**config.mk**
```make
export PLATFORM = sky130hd
export DESIGN_NAME = rv_ctrl_pipeline
export DESIGN_NICKNAME = d
export VERILOG_FILES = /design/src/hw/rv_pkg.sv /design/src/hw/rv_ctrl_pipeline.sv /design/src/hw/rv_decoder.sv /design/src/hw/rv_fetch.sv /design/src/hw/rv_hazard_unit.sv /design/src/hw/rv_stage_regs.sv
export SDC_FILE = /design/constraint.sdc
export NUM_CORES = 1
export LEC_CHECK = 0
export ABC_AREA = 1
export BUFFER_PORTS_ARGS = -buffer_cell sky130_fd_sc_hd__buf_4
export CORE_MARGIN = 5
export CORE_UTILIZATION = 30
export DETAILED_ROUTE_END_ITERATION = 10
export MAX_ROUTING_LAYER = met4
export PLACE_DENSITY = 0.6
export SLEW_MARGIN = 20
export SYNTH_ARGS = -nofsm -noshare
export SYNTH_HDL_FRONTEND = slang
export SYNTH_SLANG_ARGS = --single-unit
```
**constraint.sdc**
```tcl
create_clock -name clk -period 5.7 [get_ports clk]
set_input_delay 1.14 -clock clk [delete_from_list [all_inputs] [get_ports clk]]
set_output_delay 1.14 -clock clk [all_outputs]
set_load 0.005 [all_outputs]
```
**src/hw/rv_pkg.sv**
```systemverilog
// Widths, opcode constants, control enums and stage bundle structs for the RV32I control path
`default_nettype none

package rv_pkg;

    localparam int INSTR_W    = 32;   // Instruction and PC width
    localparam int REG_ADDR_W = 5;

    // Major opcodes, one per format
    localparam logic [6:0] OPC_R      = 7'b0110011;
    localparam logic [6:0] OPC_I      = 7'b0010011;
    localparam logic [6:0] OPC_LOAD   = 7'b0000011;
    localparam logic [6:0] OPC_STORE  = 7'b0100011;
    localparam logic [6:0] OPC_BRANCH = 7'b1100011;
    localparam logic [6:0] OPC_JALR   = 7'b1100111;
    localparam logic [6:0] OPC_JAL    = 7'b1101111;
    localparam logic [6:0] OPC_LUI    = 7'b0110111;
    localparam logic [6:0] OPC_AUIPC  = 7'b0010111;

    typedef enum logic [3:0] {
        ALU_PASS_B = 4'd0,   // Operand B straight through, LUI and JAL
        ALU_ADD    = 4'd2,
        ALU_SUB    = 4'd3,
        ALU_LINK   = 4'd4,   // Return address for JALR
        ALU_SLL    = 4'd5,
        ALU_SRL    = 4'd6,
        ALU_SRA    = 4'd7,
        ALU_SLT    = 4'd8,
        ALU_SLTU   = 4'd9,
        ALU_AND    = 4'd10,
        ALU_OR     = 4'd11,
        ALU_XOR    = 4'd12
    } alu_op_e;

    typedef enum logic [2:0] {
        IMM_NONE,
        IMM_I,
        IMM_S,
        IMM_U
    } imm_kind_e;

    typedef enum logic [1:0] {
        SIZE_BYTE,
        SIZE_HALF,
        SIZE_WORD
    } mem_size_e;

    typedef enum logic [2:0] {
        BR_NONE,
        BR_EQ,
        BR_NE,
        BR_LT,
        BR_GE,
        BR_LTU,
        BR_GEU
    } branch_e;

    typedef struct packed {
        logic      en;      // Data memory access
        logic      write;
        logic      load;
        mem_size_e size;
        logic      sext;    // Sign extend loaded byte or half
    } mem_ctrl_t;

    typedef struct packed {
        logic                  we;
        logic [REG_ADDR_W-1:0] rd;
    } wb_ctrl_t;

    typedef struct packed {
        alu_op_e               alu_op;
        imm_kind_e             imm_kind;
        branch_e               branch;
        logic                  jal;
        logic                  jalr;
        logic                  auipc;
        logic                  illegal;
        mem_ctrl_t             mem;
        wb_ctrl_t              wb;
        logic [REG_ADDR_W-1:0] rs1;
        logic [REG_ADDR_W-1:0] rs2;
        logic                  rs1_used;
        logic                  rs2_used;
    } id_ctrl_t;

    // ID bundle without source fields, tagged with its PC
    typedef struct packed {
        logic [INSTR_W-1:0] pc;
        alu_op_e            alu_op;
        imm_kind_e          imm_kind;
        branch_e            branch;
        logic               jal;
        logic               jalr;
        logic               auipc;
        logic               illegal;
        mem_ctrl_t          mem;
        wb_ctrl_t           wb;
    } ex_issue_t;

    typedef struct packed {
        logic [INSTR_W-1:0] pc;
        mem_ctrl_t          mem;
        wb_ctrl_t           wb;
    } mem_req_t;

endpackage

`default_nettype wire

```
**src/hw/rv_ctrl_pipeline.sv**
```systemverilog
// Top level of the five-stage RV32I control path
`timescale 1ns/1ps
`default_nettype none

module rv_ctrl_pipeline #(
    parameter logic [31:0] PC_RESET = 32'h0
) (
    input  logic                       clk,
    input  logic                       reset,
    input  logic                       inst_valid,
    input  logic [rv_pkg::INSTR_W-1:0] inst,
    output logic                       inst_ready,
    output logic                       ex_valid,
    output rv_pkg::ex_issue_t          ex_issue,
    output logic                       mem_valid,
    output rv_pkg::mem_req_t           mem_req,
    output logic                       wb_valid,
    output rv_pkg::wb_ctrl_t           wb
);

    logic                       id_valid;
    logic [rv_pkg::INSTR_W-1:0] id_inst;
    logic [rv_pkg::INSTR_W-1:0] id_pc;
    rv_pkg::id_ctrl_t           id_ctrl;
    logic                       stall;

    rv_fetch #(
        .PC_RESET (PC_RESET)
    ) u_fetch (
        .clk        (clk),
        .reset      (reset),
        .inst_valid (inst_valid),
        .inst       (inst),
        .stall      (stall),
        .inst_ready (inst_ready),
        .id_valid   (id_valid),
        .id_inst    (id_inst),
        .id_pc      (id_pc)
    );

    rv_decoder u_decoder (
        .inst (id_inst),
        .ctrl (id_ctrl)
    );

    // Load and destination come straight from the EX slot
    rv_hazard_unit u_hazard_unit (
        .id_valid (id_valid),
        .id_ctrl  (id_ctrl),
        .ex_valid (ex_valid),
        .ex_load  (ex_issue.mem.load),
        .ex_rd    (ex_issue.wb.rd),
        .stall    (stall)
    );

    rv_stage_regs u_stage_regs (
        .clk       (clk),
        .reset     (reset),
        .id_valid  (id_valid),
        .id_pc     (id_pc),
        .id_ctrl   (id_ctrl),
        .stall     (stall),
        .ex_valid  (ex_valid),
        .ex_issue  (ex_issue),
        .mem_valid (mem_valid),
        .mem_req   (mem_req),
        .wb_valid  (wb_valid),
        .wb        (wb)
    );

endmodule

`default_nettype wire

```
**src/hw/rv_decoder.sv**
```systemverilog
// Instruction decoder from RV32I word to ID control bundle
`timescale 1ns/1ps
`default_nettype none

module rv_decoder (
    input  logic [rv_pkg::INSTR_W-1:0] inst,
    output rv_pkg::id_ctrl_t           ctrl
);

    logic [6:0]       opcode;
    logic [2:0]       funct3;
    logic             alt;    // funct7 bit 30, SUB and SRA select
    logic             bad;
    rv_pkg::id_ctrl_t c;

    assign opcode = inst[6:0];
    assign funct3 = inst[14:12];
    assign alt    = inst[30];

    always_comb begin
        c   = '0;
        bad = 1'b0;

        if (inst != '0) begin
            case (opcode)
                rv_pkg::OPC_R: begin
                    c.wb.we    = 1'b1;
                    c.rs1_used = 1'b1;
                    c.rs2_used = 1'b1;
                    case (funct3)
                        3'b000:  c.alu_op = alt ? rv_pkg::ALU_SUB : rv_pkg::ALU_ADD;
                        3'b001:  c.alu_op = rv_pkg::ALU_SLL;
                        3'b010:  c.alu_op = rv_pkg::ALU_SLT;
                        3'b011:  c.alu_op = rv_pkg::ALU_SLTU;
                        3'b100:  c.alu_op = rv_pkg::ALU_XOR;
                        3'b101:  c.alu_op = alt ? rv_pkg::ALU_SRA : rv_pkg::ALU_SRL;
                        3'b110:  c.alu_op = rv_pkg::ALU_OR;
                        default: c.alu_op = rv_pkg::ALU_AND;
                    endcase
                end
                rv_pkg::OPC_I: begin
                    c.imm_kind = rv_pkg::IMM_I;
                    c.wb.we    = 1'b1;
                    c.rs1_used = 1'b1;
                    case (funct3)
                        3'b000:  c.alu_op = rv_pkg::ALU_ADD;
                        3'b001:  c.alu_op = rv_pkg::ALU_SLL;
                        3'b010:  c.alu_op = rv_pkg::ALU_SLT;
                        3'b011:  c.alu_op = rv_pkg::ALU_SLTU;
                        3'b100:  c.alu_op = rv_pkg::ALU_XOR;
                        3'b101:  c.alu_op = alt ? rv_pkg::ALU_SRA : rv_pkg::ALU_SRL;
                        3'b110:  c.alu_op = rv_pkg::ALU_OR;
                        default: c.alu_op = rv_pkg::ALU_AND;
                    endcase
                end
                rv_pkg::OPC_JALR: begin
                    c.alu_op   = rv_pkg::ALU_LINK;
                    c.imm_kind = rv_pkg::IMM_I;
                    c.jalr     = 1'b1;
                    c.wb.we    = 1'b1;
                    c.rs1_used = 1'b1;
                end
                rv_pkg::OPC_LOAD: begin
                    c.alu_op   = rv_pkg::ALU_ADD;   // Address is rs1 plus offset
                    c.imm_kind = rv_pkg::IMM_I;
                    c.mem.en   = 1'b1;
                    c.mem.load = 1'b1;
                    c.wb.we    = 1'b1;
                    c.rs1_used = 1'b1;
                    case (funct3)
                        3'b000:  {c.mem.size, c.mem.sext} = {rv_pkg::SIZE_BYTE, 1'b1};
                        3'b001:  {c.mem.size, c.mem.sext} = {rv_pkg::SIZE_HALF, 1'b1};
                        3'b010:  c.mem.size = rv_pkg::SIZE_WORD;
                        3'b100:  c.mem.size = rv_pkg::SIZE_BYTE;
                        3'b101:  c.mem.size = rv_pkg::SIZE_HALF;
                        default: bad = 1'b1;
                    endcase
                end
                rv_pkg::OPC_STORE: begin
                    c.alu_op    = rv_pkg::ALU_ADD;
                    c.imm_kind  = rv_pkg::IMM_S;
                    c.mem.en    = 1'b1;
                    c.mem.write = 1'b1;
                    c.rs1_used  = 1'b1;
                    c.rs2_used  = 1'b1;
                    case (funct3)
                        3'b000:  c.mem.size = rv_pkg::SIZE_BYTE;
                        3'b001:  c.mem.size = rv_pkg::SIZE_HALF;
                        3'b010:  c.mem.size = rv_pkg::SIZE_WORD;
                        default: bad = 1'b1;
                    endcase
                end
                rv_pkg::OPC_BRANCH: begin
                    c.rs1_used = 1'b1;
                    c.rs2_used = 1'b1;
                    // Compare op feeds the condition check in EX
                    case (funct3)
                        3'b000:  {c.alu_op, c.branch} = {rv_pkg::ALU_SUB, rv_pkg::BR_EQ};
                        3'b001:  {c.alu_op, c.branch} = {rv_pkg::ALU_SUB, rv_pkg::BR_NE};
                        3'b100:  {c.alu_op, c.branch} = {rv_pkg::ALU_SLT, rv_pkg::BR_LT};
                        3'b101:  {c.alu_op, c.branch} = {rv_pkg::ALU_SLT, rv_pkg::BR_GE};
                        3'b110:  {c.alu_op, c.branch} = {rv_pkg::ALU_SLTU, rv_pkg::BR_LTU};
                        3'b111:  {c.alu_op, c.branch} = {rv_pkg::ALU_SLTU, rv_pkg::BR_GEU};
                        default: bad = 1'b1;
                    endcase
                end
                rv_pkg::OPC_LUI: begin
                    c.alu_op   = rv_pkg::ALU_PASS_B;
                    c.imm_kind = rv_pkg::IMM_U;
                    c.wb.we    = 1'b1;
                end
                rv_pkg::OPC_AUIPC: begin
                    c.alu_op   = rv_pkg::ALU_ADD;   // PC plus upper immediate
                    c.imm_kind = rv_pkg::IMM_U;
                    c.auipc    = 1'b1;
                    c.wb.we    = 1'b1;
                end
                rv_pkg::OPC_JAL: begin
                    c.jal   = 1'b1;
                    c.wb.we = 1'b1;
                end
                default: bad = 1'b1;
            endcase
        end

        // Register fields only where the format has them
        c.wb.rd = c.wb.we ? inst[11:7] : '0;
        c.rs1   = c.rs1_used ? inst[19:15] : '0;
        c.rs2   = c.rs2_used ? inst[24:20] : '0;

        if (bad) begin
            ctrl         = '0;
            ctrl.illegal = 1'b1;
        end else begin
            ctrl = c;
        end
    end

endmodule

`default_nettype wire

```
**src/hw/rv_fetch.sv**
```systemverilog
// PC register, instruction input handshake and IF/ID register
`timescale 1ns/1ps
`default_nettype none

module rv_fetch #(
    parameter logic [31:0] PC_RESET = 32'h0
) (
    input  logic                       clk,
    input  logic                       reset,
    input  logic                       inst_valid,
    input  logic [rv_pkg::INSTR_W-1:0] inst,
    input  logic                       stall,
    output logic                       inst_ready,
    output logic                       id_valid,
    output logic [rv_pkg::INSTR_W-1:0] id_inst,
    output logic [rv_pkg::INSTR_W-1:0] id_pc
);

    logic [rv_pkg::INSTR_W-1:0] pc;
    logic                       accept;

    assign inst_ready = ~stall;
    assign accept     = inst_valid & inst_ready;

    always_ff @(posedge clk) begin
        if (reset) begin
            pc       <= PC_RESET;
            id_valid <= 1'b0;
        end else if (!stall) begin
            id_valid <= accept;   // Empty slot when nothing arrives
            if (accept) begin
                pc <= pc + 32'd4;   // No redirect, sequential only
            end
        end
    end

    // Word and PC payload
    always_ff @(posedge clk) begin
        if (accept) begin
            id_inst <= inst;
            id_pc   <= pc;
        end
    end

endmodule

`default_nettype wire

```
**src/hw/rv_hazard_unit.sv**
```systemverilog
// Load-use hazard detection between the ID and EX slots
`timescale 1ns/1ps
`default_nettype none

module rv_hazard_unit (
    input  logic                          id_valid,
    input  rv_pkg::id_ctrl_t              id_ctrl,
    input  logic                          ex_valid,
    input  logic                          ex_load,
    input  logic [rv_pkg::REG_ADDR_W-1:0] ex_rd,
    output logic                          stall
);

    logic rs1_hit;
    logic rs2_hit;

    assign rs1_hit = id_ctrl.rs1_used && (id_ctrl.rs1 == ex_rd);
    assign rs2_hit = id_ctrl.rs2_used && (id_ctrl.rs2 == ex_rd);

    // x0 never carries a dependence
    assign stall = id_valid && ex_valid && ex_load && (ex_rd != '0) && (rs1_hit || rs2_hit);

endmodule

`default_nettype wire

```
**src/hw/rv_stage_regs.sv**
```systemverilog
// ID/EX, EX/MEM and MEM/WB control registers with bubble insertion
`timescale 1ns/1ps
`default_nettype none

module rv_stage_regs (
    input  logic                       clk,
    input  logic                       reset,
    input  logic                       id_valid,
    input  logic [rv_pkg::INSTR_W-1:0] id_pc,
    input  rv_pkg::id_ctrl_t           id_ctrl,
    input  logic                       stall,
    output logic                       ex_valid,
    output rv_pkg::ex_issue_t          ex_issue,
    output logic                       mem_valid,
    output rv_pkg::mem_req_t           mem_req,
    output logic                       wb_valid,
    output rv_pkg::wb_ctrl_t           wb
);

    rv_pkg::ex_issue_t issue_d;   // ID bundle with source fields dropped
    rv_pkg::mem_req_t  req_d;

    always_comb begin
        issue_d.pc       = id_pc;
        issue_d.alu_op   = id_ctrl.alu_op;
        issue_d.imm_kind = id_ctrl.imm_kind;
        issue_d.branch   = id_ctrl.branch;
        issue_d.jal      = id_ctrl.jal;
        issue_d.jalr     = id_ctrl.jalr;
        issue_d.auipc    = id_ctrl.auipc;
        issue_d.illegal  = id_ctrl.illegal;
        issue_d.mem      = id_ctrl.mem;
        issue_d.wb       = id_ctrl.wb;
    end

    always_comb begin
        req_d.pc  = ex_issue.pc;
        req_d.mem = ex_issue.mem;
        req_d.wb  = ex_issue.wb;
    end

    always_ff @(posedge clk) begin
        if (reset) begin
            ex_valid  <= 1'b0;
            mem_valid <= 1'b0;
            wb_valid  <= 1'b0;
        end else begin
            ex_valid  <= id_valid & ~stall;   // Bubble while ID holds
            mem_valid <= ex_valid;
            wb_valid  <= mem_valid;
        end
    end

    // Payload registers
    always_ff @(posedge clk) begin
        ex_issue <= stall ? '0 : issue_d;
        mem_req  <= req_d;
        wb       <= mem_req.wb;
    end

endmodule

`default_nettype wire

```
---- After elaboration in Yosys (flattened, before gate mapping) ----
Index checks and enable logic that the tools add are counted.
storage, ports and cells
  register bits ........................... 208
  latch bits .............................. 0
  memory bits (writable) .................. 0
  ROM bits ................................ 0
  bits of input ports ..................... 35
  output and inout bits ................... 112
  word-level logic and storage cells ...... 122
  memories kept ........................... 0
cells by class
  $add $sub $neg .......................... 1
  multipliers ............................. 0
  div/mod/pow operators ................... 0
  magnitude comparators ................... 0
  equality and inequality tests ........... 18
  shift operators ......................... 0
  multiplexer cells ....................... 33
  bitwise gates (word level) .............. 7
  reduce and logical (&&, ||, !) cells .... 31
operators with widths
  cell                                           number
  one-hot mux 4 bit (7 select lines)             2
  adder 32 x 3 -> 32 bit, second input constant  1
  nonzero test 32 bit                            1
  2-to-1 mux 25 bit                              1
  == test 7 x 6 -> 1 bit, second input constant  3
  == test 7 bit, second input constant           3
  one-hot mux 4 bit (5 select lines)             1
  one-hot mux 3 bit (6 select lines)             1
  OR reduction 3 bit                             6
  OR reduction 6 bit                             3
  2-to-1 mux 1 bit                               17
  2-to-1 mux 5 bit                               3
  == test 7 x 5 -> 1 bit, second input constant  2
  OR reduction 2 bit                             7
  == test 3 bit, second input constant           4
  one-hot mux 2 bit (2 select lines)             3
  one-hot mux 4 bit (3 select lines)             1
  == test 5 bit                                  2
  OR reduction 4 bit                             2
  == test 7 x 2 -> 1 bit, second input constant  1
  2-to-1 mux 7 bit                               1
  OR reduction 7 bit                             1
  == test 3 x 2 -> 1 bit, second input constant  2
  logical AND 1 bit                              6
  other kinds (11)                               16

---- Longest topological paths before layout ----
  depth in word-level cells ............... 14
  depth in mapped cells ................... 13
  mapped depth without buffers ............ 13

---- Modules after synthesis ----
From an unflattened synthesis, not the netlist that was laid out.
second synthesis, totals
  cells, all modules ...................... 800
  area total of the unflattened synthesis .. 7482.2 um^2
by module, submodules not included
  module          times used  cells each  area an instance (um^2)
  rv_fetch        1           337         3666.0
  rv_stage_regs   1           241         2737.6
  rv_decoder      1           166         848.3
  rv_hazard_unit  1           56          230.2

---- Least setup slack after synthesis ----
OpenSTA, ideal clock, no wires.
  path kind ............................... input -> register
  from .................................... input port inst_valid
  to ...................................... register u_fetch.id_inst[0] (netlist name), enable pin
  library setup time ...................... 418 ps
  arrival ................................. 2469 ps
  setup slack ............................. 2814 ps
  cell stages on the path ................. 2
  cells stage by stage .................... nand2_4 inv_1
on the way
  cells in the longest elaborated chain, start to end .. 1
RTL lines
  what                      line                    text
  start: declaration        rv_ctrl_pipeline.sv:10  input logic inst_valid,
  AND 1 bit                 rv_fetch.sv:23          assign accept = inst_valid & inst_ready;
  named net u_fetch.accept  rv_fetch.sv:20          logic accept;
  end signal: assignment    rv_fetch.sv:40          id_inst <= inst;
  end: declaration          rv_fetch.sv:15          output logic [rv_pkg::INSTR_W-1:0] id_inst,
The timed path passes the listed nets, and every way through them passes these cells.
A chain may end at the register's enable or synchronous reset.

---- Worst setup path after layout ----
  from .................................... register u_fetch.id_inst[3] (netlist name)
  to ...................................... output port inst_ready
on the way
  cells in the longest elaborated chain, start to end .. 11
  elaborated cells on any way between the ends .. 28
  those cells by class .................... eq/ne: 11; mux: 8; bitwise: 1; reduce/logical: 8
RTL lines
  what                                                                              line                                        text
  == test 7 x 6 -> 1 bit (tied with other cells)                                    rv_decoder.sv:25                            case (opcode)
  OR reduction 6 bit (no source line) / OR reduction 3 bit (equally long branches)  -
  2-to-1 mux 1 bit                                                                  rv_decoder.sv:25
  2-to-1 mux 2 bit                                                                  rv_decoder.sv:24                            if (inst != '0) begin
  2-to-1 mux 5 bit (on tied branches)                                               rv_decoder.sv:128, rv_decoder.sv:129
  2-to-1 mux 25 bit (*)                                                             rv_decoder.sv:131                           if (bad) begin
  == test 5 bit (on tied branches)                                                  rv_hazard_unit.sv:17, rv_hazard_unit.sv:18
  logical AND 1 bit (on tied branches)                                              rv_hazard_unit.sv:17, rv_hazard_unit.sv:18
  logical OR 1 bit (*)                                                              rv_hazard_unit.sv:21                        assign stall = id_valid && ex_valid && ex_load && (ex_rd != '0) && (rs1_hit || rs2_hit);
  logical AND 1 bit (*)                                                             rv_hazard_unit.sv:21
  inverter 1 bit (no source line) (*)                                               -
  end: declaration                                                                  rv_ctrl_pipeline.sv:12                      output logic inst_ready,
Mark *: on every way between the ends. The rest lies on a longest branch, timed or not.

==> results by stage <==
Worst setup path:
- The worst register-to-register path ends at u_fetch.id_inst[22].
- Of all nets on the critical path, the largest fanout is 27.
- The peak per-stage delay on the critical path is roughly 0.44 ns.
- For the worst flop-to-flop path, the logic depth is 10.
- The type of the worst setup path is flop to primary output.
- For flop-to-flop paths, the worst setup slack is 2.55 ns.
- The signal on the critical path passes through inv_1, nand2_1, nor2_4, nand2_1, nand3_1, nand2_1, nand2_1, nand3_4, buf_4.
- For the worst setup path, the data arrival time is 2.21 ns.
- The most frequent cell on the critical path is sky130_fd_sc_hd__nand2_1.
- Data on the critical path is required at its endpoint by 4.56 ns.
- The worst setup path is launched from a flop.
- The largest individual stage delay along the critical path comes from the cell sky130_fd_sc_hd__edfxtp_1.
- In this run the critical register-to-register path is launched from u_fetch.id_inst[3].
- The worst setup path is captured at a primary output.

Place:
- The placer congestion estimate is roughly 0.87.
- During placement, the flow inserted port buffers numbering 141.
- The total half-perimeter wirelength after legalization and detailed placement is around 11000 um.

Power and ir drop:
- The worst-case IR drop observed on VDD is about 0.00017 V.
- The total power density per cell area is about 300 mW/mm2.
- The reported leakage power is about 4.0 nW.
- Sequential cells account for a little under three fifths of the total power.
- The switching power is approximately 600 uW.
- The share of total power dissipated in the clock network is about two fifths.
- Net switching is ~22% of the power.
- Per report_power, the combinational group accounts for between 3 and 4% of the total.
- The cell internal power dissipation is approximately 2.1 mW.

Min path:
- The end point of the most critical hold path is u_stage_regs.mem_req[33].
- The worst hold-check path type is flop to flop.
- Along the worst hold path, the cell count comes to 0.
- The startpoint identified for the worst hold timing path is u_stage_regs.ex_issue[47].

Clocking:
- The TritonCTS clock tree is yes.
- The clock latency on the worst-skew pair is roughly 0.43 ns.
- The clock tree buffer depth is 2.
- The clock buffer count from CTS is 17.
- Clock-pin slew was measured on the worst setup and hold paths at about 0.07 ns.
- After clock tree synthesis, the repair step resized 0 gates.
- The number of levels the H-tree was split into is 4.
- In this run the clock root is driven by a sky130_fd_sc_hd__clkbuf_16.
- The quantity of hold-fixing buffers added after cts is 0.
- The setup fix buffers added after clock tree synthesis is 0.
- The clock drives 199 sinks.

STA:
- The hold violation count in the final report was 0.
- The post-route setup TNS is 0 ns.
- The final worst clock skew is 0.0128 ns.
- The routed design could run at a clock period as short as between 3 and 4 ns.
- The part of the cycle the worst path needs is between 50% and 60%.
- Setup repair after global routing left no endpoint under its margin.
- The top achievable clock speed is between 200 and 300 MHz.
- Setup violations remaining at the end of the flow were counted as 0.
- Headroom to the max-slew limit came out at between 50% and 60%.
- The transition time of the tightest slew-check pin is between 0.6 and 0.7 ns.
- The number of slew-limit violations in the final report was 0.

Final layout:
- The fraction of the core area covered by cells at the end of the flow is between 30% and 40%.
- The sequential cells in the finished layout cover a total of 0.00460 mm2.
- The area growth from synthesis to layout is 26.7%.
- The final net count is 893.
- The antenna diode count is 0.
- The post-route netlist has 26.7% of its cells at a drive strength greater than 1.
- Counting the fill cells in the layout gives ~2400.
- The multi-input combinational cells in the finished layout cover a total of ~0.0021 mm2.

Yosys:
- The number of enable flip-flop cells after synthesis is 62.
- The proportion of synthesized chip area in sequential cells is 64.8%.
- The mean cell area of the mapped netlist is around 10 um2.
- The most common flop cell mapped by yosys is sky130_fd_sc_hd__dfxtp_1.
- After technology mapping, the gate count stands at a little over 700.
- The cell taking the most area after synthesis is sky130_fd_sc_hd__dfxtp_1.
- The count of warnings emitted by yosys is 0.
- Ranked by total cell area, the synthesized netlist is headed by sky130_fd_sc_hd__dfxtp_1 (39%), sky130_fd_sc_hd__edfxtp_1 (26%), sky130_fd_sc_hd__nand2_1 (7.8%), sky130_fd_sc_hd__nor2_1 (4.2%), sky130_fd_sc_hd__inv_1 (4.0%).
- The count of distinct cell types in the synthesized netlist is 36.
- The share of synthesized registers carrying an async set or reset is 0%.
- The netlist area before placement is roughly 0.0071 mm2.
- In this run, synthesis produced a sequential element count of between 150 and 200.
- The portion of synthesized cell area occupied by the leading cell type is between 30% and 40%.

Global route:
- The via count of the first global-routing pass was 4627.
- The number of antenna violations at the first check in global routing was 0.
- For this run, the total global-route usage over all layers was measured as between 10% and 20%.
- The global-route congestion overflow total is 0.
- The first global-routing pass estimated approximately 24000 um of wire.
- Entering global routing, the biggest net connects between 40 and 50 pins.

Route:
- Dividing the detail-routed wire length by the instance count gives roughly 13 um.
- The first-iteration detailed-routing DRC count is between 200 and 300.
- The number of vias in the routed layout is 4918.
- After detailed routing, the number of vias per cell comes to about 4.1.
- The final wirelength is around 15000 um.
- The residual DRC count is 0.
- The pre-antenna-repair detailed-routing pass consisted of 5 iterations.
- The antenna violation net count after detailed routing is 0.

Die:
- The die outline area is ~0.027 mm2.
- The width of the chip is between 150 and 200 um.
- The starting density of the core is 30.4%.
- The height of the die is about 160 um.
- The row count is 56.
- The core region is between 0.02 and 0.025 mm2.
- Pin placement for this block handled around 150 I/O pins.

Status:
- The flow ran to the end, and the final reports show no timing, DRC or antenna violations.

Job:
- Across the run, the number of max-cap violations was 0.
## placed cells by master, fill, tap and decap left out, types with 2 or more instances in the layout
cell type                   instances
sky130_fd_sc_hd__inv_8              2
sky130_fd_sc_hd__clkbuf_16         18
sky130_fd_sc_hd__nand2_2           22
sky130_fd_sc_hd__nor4_1             6
sky130_fd_sc_hd__a21oi_1           15
sky130_fd_sc_hd__nand4_1            9
sky130_fd_sc_hd__clkinv_4           2
sky130_fd_sc_hd__o21ai_0            5
sky130_fd_sc_hd__buf_4            143
sky130_fd_sc_hd__dfxtp_1          137
sky130_fd_sc_hd__inv_2              8
sky130_fd_sc_hd__nor3_1            12
sky130_fd_sc_hd__conb_1             5
sky130_fd_sc_hd__nand3b_1           8
sky130_fd_sc_hd__inv_6              2
sky130_fd_sc_hd__clkinv_2           3
sky130_fd_sc_hd__nor2_2             3
sky130_fd_sc_hd__a21oi_2           20
sky130_fd_sc_hd__clkbuf_1           3
sky130_fd_sc_hd__nor2_1            80
sky130_fd_sc_hd__o211ai_1           2
sky130_fd_sc_hd__edfxtp_1          62
sky130_fd_sc_hd__inv_1             74
sky130_fd_sc_hd__nand2_1          147
sky130_fd_sc_hd__xnor2_1            7
sky130_fd_sc_hd__nand3_2            2
sky130_fd_sc_hd__xor2_1            14
sky130_fd_sc_hd__nand3_1           47
## critical path, delay by kind of cell (launching register included)
family	cells	cell delay, ns
and+or+nand+nor	7	1.00
buffers and inverters	2	0.34
DFF	1	0.44
## metal layers
layer | track usage, % | wire length, um | vias up
met5 | - | 0 | -
met4 | 4.61 | 246 | 0
met3 | 2.46 | 683 | 18
met2 | 18.6 | 7090 | 107
met1 | 15.5 | 7190 | 2227
li1 | - | - | 2566
## synth_stat cells, drive strengths merged (8+ instances only)
cell / instances
a21oi: 35
buf: 20
dfxtp: 137
edfxtp: 62
inv: 82
nand2: 170
nand3: 50
nand3b: 8
nand4: 9
nor2: 84
nor3: 13
xor2: 14
## logic make-up after synthesis
logic type / count (synthesis) / synth area share (%)
flip-flops: 199 / 64.8
other: 1 / 0.0527
AND/OR/NAND/NOR: 341 / 21.6
XOR/XNOR: 21 / 2.59
buffers and inverters: 105 / 6.41
adder cells (fa/ha/maj): 1 / 0.176
AO/OA/AOI/OAI: 46 / 4.45
## registers in the layout (all words and copies together) (netlist names)
signal	cells
u_fetch.id_inst	32
u_stage_regs.mem_valid	1
u_fetch.id_valid	1
u_stage_regs.wb	6
u_stage_regs.wb_valid	1
u_stage_regs.ex_valid	1
u_stage_regs.mem_req	42
u_fetch.id_pc	30
u_fetch.pc	30
u_stage_regs.ex_issue	55
## through the flow
step                      setup slack [ns]  power, mW  hold WS [ns]  cell area [um2]  instances
after floorplan                       2.81       1.58         0.351             7130        718
after global placement                2.49       1.61         0.335             8450       1157
after detailed placement              2.48       1.62         0.338             8450       1157
after CTS                             2.33       2.75         0.346             9010       1189
after global routing                  2.12       2.83         0.350             9010       1189
final                                 2.35       2.71         0.343             9010       1189
## power groups by stage
| stage | clock, mW | combinational [mW] | sequential [mW] |
|---|---|---|---|
| 6_report | 1.13 | 0.0837 | 1.50 |
| 5_1_grt | 1.24 | 0.0944 | 1.50 |
| 4_1_cts | 1.16 | 0.0851 | 1.50 |
| 3_5_place_dp | 0 | 0.0847 | 1.53 |
| 3_3_place_gp | 0 | 0.0844 | 1.53 |
| 2_1_floorplan | 0 | 0.0497 | 1.53 |
## worst max path at each step
stage	start	slack (ns)	cells past startpoint	endpoint
finish	u_fetch.id_inst[3]	2.35	9	inst_ready
global route	u_fetch.id_inst[3]	2.12	9	inst_ready
CTS	u_fetch.id_inst[2]	2.33	9	inst_ready
detailed placement	inst_valid	2.48	4	u_fetch.id_inst[8]
global placement	inst_valid	2.49	4	u_fetch.id_inst[17]
floorplan	inst_valid	2.81	2	u_fetch.id_inst[0]
## cell type report
type / count / area share, %
multi-input combinational: 414 / 22.9
clock inverter: 11 / 1.06
tap: 319 / 4.43
inverter: 82 / 3.42
clock buffer: 21 / 5.13
sequential: 199 / 51.1
timing repair buffer: 143 / 11.9
Power figures use the tool's default switching activity.
